### src/rtl/fetch_pkg.sv
// Fetch path shared definitions
`default_nettype none

package fetch_pkg;

    localparam int XLEN = 32;

    localparam logic [XLEN-1:0] RESET_PC = 32'h0000_0000;

    // memory depth in words, addresses at or above MEM_WORDS*4 are out of range
    localparam int MEM_WORDS = 256;
    localparam int MEM_AW    = $clog2(MEM_WORDS);

    // read address channel payload
    typedef struct packed {
        logic [XLEN-1:0] addr;
    } rd_req_t;

    // read data channel payload
    typedef struct packed {
        logic [XLEN-1:0] data;
        logic            err;
    } rd_resp_t;

    // packet handed to the next stage
    typedef struct packed {
        logic [XLEN-1:0] pc;
        logic [XLEN-1:0] inst;
        logic            err;
    } fetch_pkt_t;

    // preload write, enable travels separately
    typedef struct packed {
        logic [XLEN-1:0] addr;
        logic [XLEN-1:0] data;
    } mem_write_t;

endpackage

`default_nettype wire

### src/rtl/ifu_fetch.sv
// Instruction fetch master
`timescale 1ns/1ps
`default_nettype none

module ifu_fetch (
    input  logic                 clk,
    input  logic                 rst,
    input  logic [31:0]          pc,
    input  logic                 pc_change,
    output fetch_pkg::rd_req_t   req,
    output logic                 req_valid,
    input  logic                 req_ready,
    input  fetch_pkg::rd_resp_t  resp,
    input  logic                 resp_valid,
    output logic                 resp_ready,
    output logic                 fetch_done,
    output fetch_pkg::fetch_pkt_t pkt,
    output logic                 inst_valid
);

    typedef enum logic {
        IDLE = 1'b0,
        BUSY = 1'b1
    } state_t;

    state_t      state;
    logic        new_pc;
    logic [31:0] req_pc;
    logic        addr_hs;
    logic        resp_hs;

    assign addr_hs = req_valid & req_ready;
    assign resp_hs = resp_valid & resp_ready;

    // request follows the live pc until the address is taken
    assign req.addr   = pc;
    assign req_valid  = (state == IDLE) & new_pc;
    assign resp_ready = (state == BUSY);

    // no advance when a newer pc is already waiting, so a redirect
    // target is never skipped by the old fetch finishing
    assign fetch_done = resp_hs & ~new_pc & ~pc_change;

    always_ff @(posedge clk) begin
        if (rst) begin
            state <= IDLE;
        end else if (state == IDLE && addr_hs) begin
            state <= BUSY;
        end else if (state == BUSY && resp_hs) begin
            state <= IDLE;
        end
    end

    // pending flag, several changes collapse into one fetch of the latest pc
    always_ff @(posedge clk) begin
        if (rst) begin
            new_pc <= 1'b0;
        end else if (addr_hs) begin
            new_pc <= 1'b0;
        end else if (pc_change) begin
            new_pc <= 1'b1;
        end
    end

    always_ff @(posedge clk) begin
        if (rst) begin
            inst_valid <= 1'b0;
        end else begin
            inst_valid <= resp_hs;
        end
    end

    // tag keeps the pc the request went out with
    always_ff @(posedge clk) begin
        if (addr_hs) begin
            req_pc <= pc;
        end
        if (resp_hs) begin
            pkt.pc   <= req_pc;
            pkt.inst <= resp.data;
            pkt.err  <= resp.err;
        end
    end

endmodule

`default_nettype wire

### config.mk
export PLATFORM = sky130hd
export DESIGN_NAME = ifu_fetch
export DESIGN_NICKNAME = d
export VERILOG_FILES = /design/src/rtl/fetch_pkg.sv /design/src/rtl/ifu_fetch.sv
export SDC_FILE = /design/constraint.sdc
export NUM_CORES = 1
export LEC_CHECK = 0
export CELL_PAD_IN_SITES_DETAIL_PLACEMENT = 1
export CELL_PAD_IN_SITES_GLOBAL_PLACEMENT = 1
export CORE_AREA = 2 2 70 106
export DETAILED_ROUTE_END_ITERATION = 10
export DIE_AREA = 0 0 72 108
export DONT_BUFFER_PORTS = 1
export PLACE_DENSITY_LB_ADDON = 0.1
export SLEW_MARGIN = 5
export SYNTH_ARGS = -nofsm -noshare
export SYNTH_HDL_FRONTEND = slang
export SYNTH_SLANG_ARGS = --single-unit
export TNS_END_PERCENT = 100
### constraint.sdc
create_clock -name clk -period 2.95 [get_ports clk]
set_input_delay 0.1475 -clock clk [delete_from_list [all_inputs] [get_ports clk]]
set_output_delay 0.1475 -clock clk [all_outputs]
set_load 0.03 [all_outputs]
==> qor.yml <==
crit_type: "flip-flop to flip-flop"
whs_ns: 0.295
synth-edff-count: 97
cts_made_buffers: 9
die_w_um: 72
finalSetupTns_ns: 0
dr_total_vias: 1370
synth-seq-area-share: 0.906
required_ns: 3.19
worstSkewPairLatency_ns: 0.35
fin_util: 0.590
hold_violations: 0
clk_pin_slew_ns: 0.08
max_stage_delay_ns: 0.80
start_util: 0.482
syn_to_final_growth_pct: 22.5
grt_pass1_wl_um: 7890
num_io_pins: 171
yosysTopAreaCellShare: 0.888
min_period_over_period: 0.682
relSlewSlack: 0.372
synth.most_common_cell: "edfxtp_1"
synthesis.nets: 212
synthTopCellsByCount: "97 x edfxtp_1, 32 x buf_4, 3 x dfxtp_1"
powerDensity_mw_per_mm2: 633
grt_max_degree: 48
reg2reg_from: "resp_ready"
io_buffer_count: 0
cts_tree: "built"
ant_nets: 0
hp-class: "input pin to output pin"
cts_root_buffer: "clkbuf_8"
min_to: "req[0]"
routedWlPerCell_um: 19.7
synthCells: 142
clockBufferDepth: 2
rsz0062_at_grt: "no"
async_reset_ff_frac: 0
die_h_um: 108
tightestPinTransition_ns: 0.935
cp_slowest_cell: "and3b_2"
numClockSinks: 100
avgSynthCellArea_um2: 23.1
min_from: "pc[0]"
core_mm2: 0.00681
r2r.worst_path.cells: 3
htreeDepth: 3
grt_pass1_vias: 1423
placed_cell_area_mm2: 0.00316
viasPerCell: 5.00
cts_resized: 0
cp.arrival_ns: 2.25
setup.worst_path.start_class: "flip-flop"
drc: 0
setup_viol: 0
ir_drop_mv: 0.422
leakage_nw: 1.33
synth.area.top_cells: "edfxtp_1 89%, buf_4 7.3%, dfxtp_1 1.8%"
synth_warnings: 0
design_area_mm2: 0.00402
drt_iter0_drc: 64
finalCriticalPeriod_ns: 2.01
synth_area_mm2: 0.00328
synth_area_leader_cell: "edfxtp_1"
maxCapViolCount: 0
r2r_slack_ns: 0.94
crit_fanout: 34
final-max-slew-violation-count: 0
place_congestion: 0.651
std_cell_rows: 37
nets: 260
fmax_mhz: 497
cp-end-kind: "flip-flop"
path_cells: "and3b_2 > nor3_2 > dlygate4sd3_1"
antenna_found_initial: 1
r2r-end: "new_pc"
grt_use_total: 0.146
drt_first_pass_iters: 4
finalClockSkew_ns: 0.00397
drive_gt1_frac: 0.0821
min_path_cells: 0
dieArea_mm2: 0.00778
status: "finished, final reports clean"
netlist-cell-type-count: 12
synth-seq-cells: 100
synth_ff_type: "edfxtp_1"
drt-total-wl_um: 5410
overflow: 0
[metal layers]
metal	wire [um]	vias up	GRT usage
met2	2970	99	0.254
met1	1720	666	0.133
met3	575	11	0.0615
li1	-	594	-
met5	0	-	0
met4	144	0	0.102
[power by group]
group / switching, mW / total (mW) / internal, mW
sequential: 0.0431 / 1.64 / 1.60
combinational: 0.0372 / 0.103 / 0.0654
clock: 0.411 / 0.799 / 0.389
total: 0.491 / 2.54 / 2.05
[per-stage QoR]
step | cells | total power, mW | setup WS (ns)
after floorplan | 142 | 1.77 | 0.590
after global placement | 189 | 1.70 | 1.27
after detailed placement | 189 | 1.70 | 1.19
after CTS | 273 | 2.57 | 0.912
after global routing | 273 | 2.63 | 0.777
final | 274 | 2.54 | 0.937
[layout make-up]
type                            instances  area [um2]
Antenna cell                            1        2.50
Clock buffer                           13         139
Clock inverter                          3        37.5
Fill cell                             560        2790
Inverter                                1        3.75
Multi-Input combinational cell          9        63.8
Sequential cell                       100        2970
Tap cell                               78        97.6
Timing Repair Buffer                   69         701
[flip-flops by register name (all words and copies together) (netlist names)]
name	cells
inst_valid	1
new_pc	1
pkt	65
req_pc	32
resp_ready	1
[worst max-delay path, delay by kind of cell, from the launching register on]
kind,cells,cell delay (ns)
simple gates,2,0.88
flops,1,0.44
buf+inv,1,0.58
[placed cells by master (no fill, tap or decap), drive strengths merged, types with 2 or more instances in the layout]
cell         netlist  routed
clkinv             0       2
dlygate4sd3        0      68
nor3               2       2
nor2               2       2
clkbuf             0      13
edfxtp            97      97
dfxtp              3       3
[what timing repair did]
item / 4_1_cts / 5_1_grt
hold buffers: 68 / 0
buffers inserted: 0 / 0
endpoints found under the setup margin: 0 / 0
hold endpoints to repair: 68 / 0
[how the worst max path moves through the flow]
stage,to,startpoint,depth (start not counted)
final,new_pc,resp_ready,3
after global routing,new_pc,resp_ready,3
after CTS,fetch_done,resp_ready,2
after detailed placement,pkt[12],resp_ready,3
after global placement,pkt[14],resp_ready,3
after floorplan,pkt[0],resp_ready,2
[cell families (layout without fill, tap and decap cells)]
group,count (synthesis),after routing,synth area share
DFF,100,100,0.906
buffers and inverters,33,86,0.0744
and+or+nand+nor,8,8,0.0164
AOI/OAI and AO/OA,1,1,0.00305
other,0,1,0
Power figures use the tool's default switching activity.
