==> src/rtl/fetch_pkg.sv <==
// Fetch path shared definitions
`default_nettype none

package fetch_pkg;

    localparam int XLEN = 32;

    localparam logic [XLEN-1:0] RESET_PC = 32'h0000_0000;

    // memory depth in words, addresses at or above MEM_WORDS*4 are out of range
    localparam int MEM_WORDS = 256;
    localparam int MEM_AW    = $clog2(MEM_WORDS);

    // read address channel payload
    typedef struct packed {
        logic [XLEN-1:0] addr;
    } rd_req_t;

    // read data channel payload
    typedef struct packed {
        logic [XLEN-1:0] data;
        logic            err;
    } rd_resp_t;

    // packet handed to the next stage
    typedef struct packed {
        logic [XLEN-1:0] pc;
        logic [XLEN-1:0] inst;
        logic            err;
    } fetch_pkt_t;

    // preload write, enable travels separately
    typedef struct packed {
        logic [XLEN-1:0] addr;
        logic [XLEN-1:0] data;
    } mem_write_t;

endpackage

`default_nettype wire

==> src/rtl/pc_gen.sv <==
// Program counter unit
`timescale 1ns/1ps
`default_nettype none

module pc_gen (
    input  logic        clk,
    input  logic        rst,
    input  logic        redirect,
    input  logic [31:0] redirect_target,
    input  logic        fetch_done,
    output logic [31:0] pc,
    output logic        pc_change
);

    // low only in the first cycle out of reset
    logic started;

    always_ff @(posedge clk) begin
        if (rst) begin
            pc        <= fetch_pkg::RESET_PC;
            pc_change <= 1'b0;
            started   <= 1'b0;
        end else begin
            started <= 1'b1;
            // one pulse per pc update, plus the start pulse
            pc_change <= redirect | fetch_done | ~started;
            // redirect beats the sequential advance
            if (redirect) begin
                pc <= redirect_target;
            end else if (fetch_done) begin
                pc <= pc + 32'd4;
            end
        end
    end

endmodule

`default_nettype wire

==> config.mk <==
export PLATFORM = sky130hd
export DESIGN_NAME = pc_gen
export DESIGN_NICKNAME = d
export VERILOG_FILES = /design/src/rtl/fetch_pkg.sv /design/src/rtl/pc_gen.sv
export SDC_FILE = /design/constraint.sdc
export NUM_CORES = 1
export LEC_CHECK = 0
export CAP_MARGIN = 20
export CORE_MARGIN = 8
export CORE_UTILIZATION = 50
export DETAILED_ROUTE_END_ITERATION = 8
export DONT_BUFFER_PORTS = 1
export RECOVER_POWER = 25
export SKIP_LAST_GASP = 1
export SYNTH_ARGS = -nofsm -noshare
export SYNTH_HDL_FRONTEND = slang
export SYNTH_SLANG_ARGS = --single-unit
export TNS_END_PERCENT = 30
==> constraint.sdc <==
create_clock -name clk -period 3.5 [get_ports clk]
set_input_delay 0.7 -clock clk [delete_from_list [all_inputs] [get_ports clk]]
set_output_delay 0.7 -clock clk [all_outputs]
set_load 0.05 [all_outputs]
==> metrics.txt <==
# TYPE chip_impl_metric gauge
chip_impl_metric{name="final-hold-violation-count",unit=""} 0
chip_impl_info{name="grt_setup_unrepaired",value="no"} 1
chip_impl_metric{name="synth.ff_latch_count",unit=""} 34
chip_impl_metric{name="finalHoldWorstSlack",unit="ps"} 401.1
chip_impl_info{name="clock_tree_from_tritoncts",value="done"} 1
chip_impl_info{name="worst-setup-path-type",value="reg -> reg"} 1
chip_impl_metric{name="synth.lib_cells_used.distinct",unit=""} 42
chip_impl_info{name="crit_path_start_kind",value="flip-flop"} 1
chip_impl_info{name="post_synth_most_frequent_cells",value="34 x dfxtp_1, 28 x nor2_1, 19 x nand2_1"} 1
chip_impl_info{name="highest_layer",value="met4"} 1
chip_impl_metric{name="slew_viol_final",unit=""} 0
chip_impl_metric{name="fp.dieW",unit="um"} 77.35
chip_impl_metric{name="final_cell_count_no_fill",unit=""} 284
chip_impl_metric{name="track_usage",unit=""} 0.1703
chip_impl_metric{name="number_of_clock_sinks",unit=""} 34
chip_impl_metric{name="numCtsBuffers",unit=""} 5
chip_impl_metric{name="drt-vias-per-instance",unit=""} 6.282
chip_impl_metric{name="detail_route.drc_violations",unit=""} 0
chip_impl_info{name="worst_setup_path_end_kind",value="flip-flop"} 1
chip_impl_info{name="ys_top_cells_by_area",value="dfxtp_1 36%, nor2_1 5.6%, a211oi_1 4.4%, xnor2_1 4.2%, nor4_1 4.0%"} 1
chip_impl_info{name="yosys.area.top_type",value="dfxtp_1"} 1
chip_impl_metric{name="fin_tns_setup",unit="ps"} 0
chip_impl_metric{name="synth.cell_area",unit="sq mm"} 0.001882
chip_impl_metric{name="port_buffers",unit=""} 0
chip_impl_metric{name="vert_die_dim",unit="um"} 77.35
chip_impl_metric{name="avgRoutedWirePerCell",unit="um"} 18.58
chip_impl_metric{name="yosys_warnings",unit=""} 0
chip_impl_metric{name="place.detailed.instances",unit=""} 276
chip_impl_metric{name="grt_remaining_overflow",unit=""} 0
chip_impl_metric{name="dpl-instance-area",unit="sq mm"} 0.001947
chip_impl_metric{name="grt_pass1_wl",unit="mm"} 8.383
chip_impl_metric{name="grt_antenna_before_repair",unit=""} 0
chip_impl_metric{name="hold_buffers",unit=""} 0
chip_impl_metric{name="synth-edff-count",unit=""} 0
chip_impl_metric{name="power.ir.vdd_worst",unit="mV"} 0.3205
chip_impl_metric{name="floorplan.die_area",unit="sq mm"} 0.005983
chip_impl_metric{name="gp_routability_congestion",unit=""} 0.8428
chip_impl_metric{name="max-clock-path-buffers",unit=""} 2
chip_impl_info{name="most_numerous_cell_in_the_yosys_netlist",value="dfxtp_1"} 1
chip_impl_info{name="min-delay-path-class",value="reg -> reg"} 1
chip_impl_metric{name="timing.final.crit_share",unit=""} 0.8260
chip_impl_metric{name="synth_sequential_area_ratio",unit=""} 0.3617
chip_impl_info{name="yosys_most_used_dff",value="dfxtp_1"} 1
chip_impl_metric{name="rows",unit=""} 22
chip_impl_metric{name="synthToLayoutAreaGrowth",unit="%"} 6.915
chip_impl_metric{name="met3_length",unit="um"} 478
chip_impl_info{name="clock-root-buffer",value="clkbuf_8"} 1
chip_impl_metric{name="io_pins",unit=""} 69
chip_impl_metric{name="design.final.nets",unit=""} 272
chip_impl_metric{name="data_arrival_time_of_the_critical_path",unit="ps"} 3060
chip_impl_metric{name="antenna_left",unit=""} 0
chip_impl_metric{name="post_cts.repair.setup_buffers",unit=""} 0
chip_impl_metric{name="grt_max_degree",unit=""} 30
chip_impl_metric{name="dp_hpwl",unit="mm"} 3.886
chip_impl_metric{name="first_global_vias",unit=""} 1685
chip_impl_metric{name="drt_iter0_markers",unit=""} 117
chip_impl_metric{name="routed-wl-met2",unit="mm"} 2.460
chip_impl_metric{name="antenna_cells",unit=""} 0
chip_impl_metric{name="maximum_clock_skew_at_final_layout",unit="ps"} 4.659
chip_impl_metric{name="worstPathMaxFanout",unit=""} 14
chip_impl_metric{name="synth_largest_type_area_fraction",unit=""} 0.3617
chip_impl_metric{name="post_route_cells_drive_above_1_share",unit=""} 0.04661
chip_impl_metric{name="core_area",unit="sq mm"} 0.003633
chip_impl_metric{name="worstMarginPinSlew",unit="ps"} 955.9
chip_impl_metric{name="syn_inst",unit=""} 235
chip_impl_metric{name="synth_area_per_cell",unit="sq um"} 8.008
chip_impl_metric{name="worstSkewPairLatency",unit="ps"} 290
chip_impl_info{name="min_from",value="started"} 1
chip_impl_metric{name="min_period",unit="ps"} 2891
chip_impl_metric{name="drv_cap",unit=""} 0
chip_impl_metric{name="start_util",unit=""} 0.5179
chip_impl_metric{name="cts_repair_resize_count",unit=""} 0
chip_impl_metric{name="timing.fmax",unit="MHz"} 345.9
chip_impl_metric{name="htree_num_levels",unit=""} 2
chip_impl_metric{name="stdcell_area",unit="sq mm"} 0.002012
chip_impl_metric{name="power_leakage",unit="nW"} 0.6623
chip_impl_info{name="status",value="finished, final reports clean"} 1
chip_impl_metric{name="timing.max_slew.rel_slack",unit=""} 0.3627
chip_impl_metric{name="via_count",unit=""} 1784
chip_impl_metric{name="synth_nets",unit=""} 272
chip_impl_metric{name="critical_path_required",unit="ps"} 3670
chip_impl_metric{name="routed_wl",unit="mm"} 5.278
chip_impl_info{name="r2r_start",value="pc[8]"} 1
chip_impl_metric{name="synth-async-reset-ratio",unit=""} 0
chip_impl_metric{name="finalSetupViolations",unit=""} 0
chip_impl_metric{name="clk_pin_slew",unit="ps"} 70
chip_impl_metric{name="cellPowerDensity",unit="mW/mm^2"} 452.8
chip_impl_metric{name="number_of_detailed_routing_iterations_run_before_antenna_repair",unit=""} 4
chip_impl_metric{name="met1Wirelength",unit="mm"} 2.279
chip_impl_info{name="cp-startpoint",value="pc[8]"} 1
state kept, by name, summed over array words and instances, names as in the netlist:
name	count
pc	32
started	1
pc_change	1
routing by layer:
metal	GRT usage	vias to the layer above
met5	0	-
met4	0.05094	0
met3	0.07604	8
met2	0.2671	59
met1	0.2049	837
li1	-	880
final timing paths:
path                to  slack, ps  depth (start not counted)
max             pc[22]        610                          5
min          pc_change        400                          1
min reg2reg  pc_change        400                          1
max reg2reg     pc[22]        610                          5
where the power goes:
| part | switching, mW | internal [mW] | total [mW] |
|---|---|---|---|
| Clock | 0.141 | 0.159 | 0.300 |
| Combinational | 0.0592 | 0.0366 | 0.0959 |
| Sequential | 0.102 | 0.413 | 0.515 |
| Total | 0.302 | 0.609 | 0.911 |
critical path, cell delays in order, from the launching register on:
cell       delay, ps
dfxtp_1          300
clkbuf_1         570
nand4_2          420
or4_1            750
or3_1            390
a2111oi_1        350
area by class of cell:
class,count,area [sq um]
clock buffers,7,86.33
repair buffers,9,41.29
clock inverters,1,5.005
multi-input cells,175,1101
well taps,48,60.06
inverters,10,37.54
fillers,381,1622
flip-flops and latches,34,680.7
cell families (layout without fill, tap and decap cells):
group,count (synthesis),in the layout,synth area share
flip-flops,34,34,0.3617
buffers and inverters,26,27,0.05319
XOR/XNOR,13,13,0.06051
multiplexers,3,3,0.01596
adder cells (fa/ha/maj),1,1,0.006648
AND/OR/NAND/NOR,112,112,0.3165
AO/OA/AOI/OAI,46,46,0.1855
per-stage QoR:
stage / utilization / power, mW / setup WS [ps]
CTS: 0.5610 / 0.9248 / 920.2
global placement: 0.5358 / 0.6210 / 1045
floorplan: - / 0.6046 / 1159
finish: 0.5537 / 0.9110 / 608.9
detailed placement: 0.5358 / 0.6249 / 933.3
global route: 0.5537 / 0.9507 / 415.4
cell usage in the layout, fill, tap and decap left out, drive strengths merged, types with 4 or more instances in the layout:
master,synthesis,final
a211oi,11,11
nor4,12,12
a21oi,8,8
nand2,19,19
xnor2,9,9
clkbuf,13,14
nand4,12,12
a2111oi,4,4
o21ai,5,5
xor2,4,4
inv,9,9
nor2,28,28
nor3,7,7
a311oi,6,6
dfxtp,34,34
nand3,8,8
and4,4,4
Power figures use the tool's default switching activity.
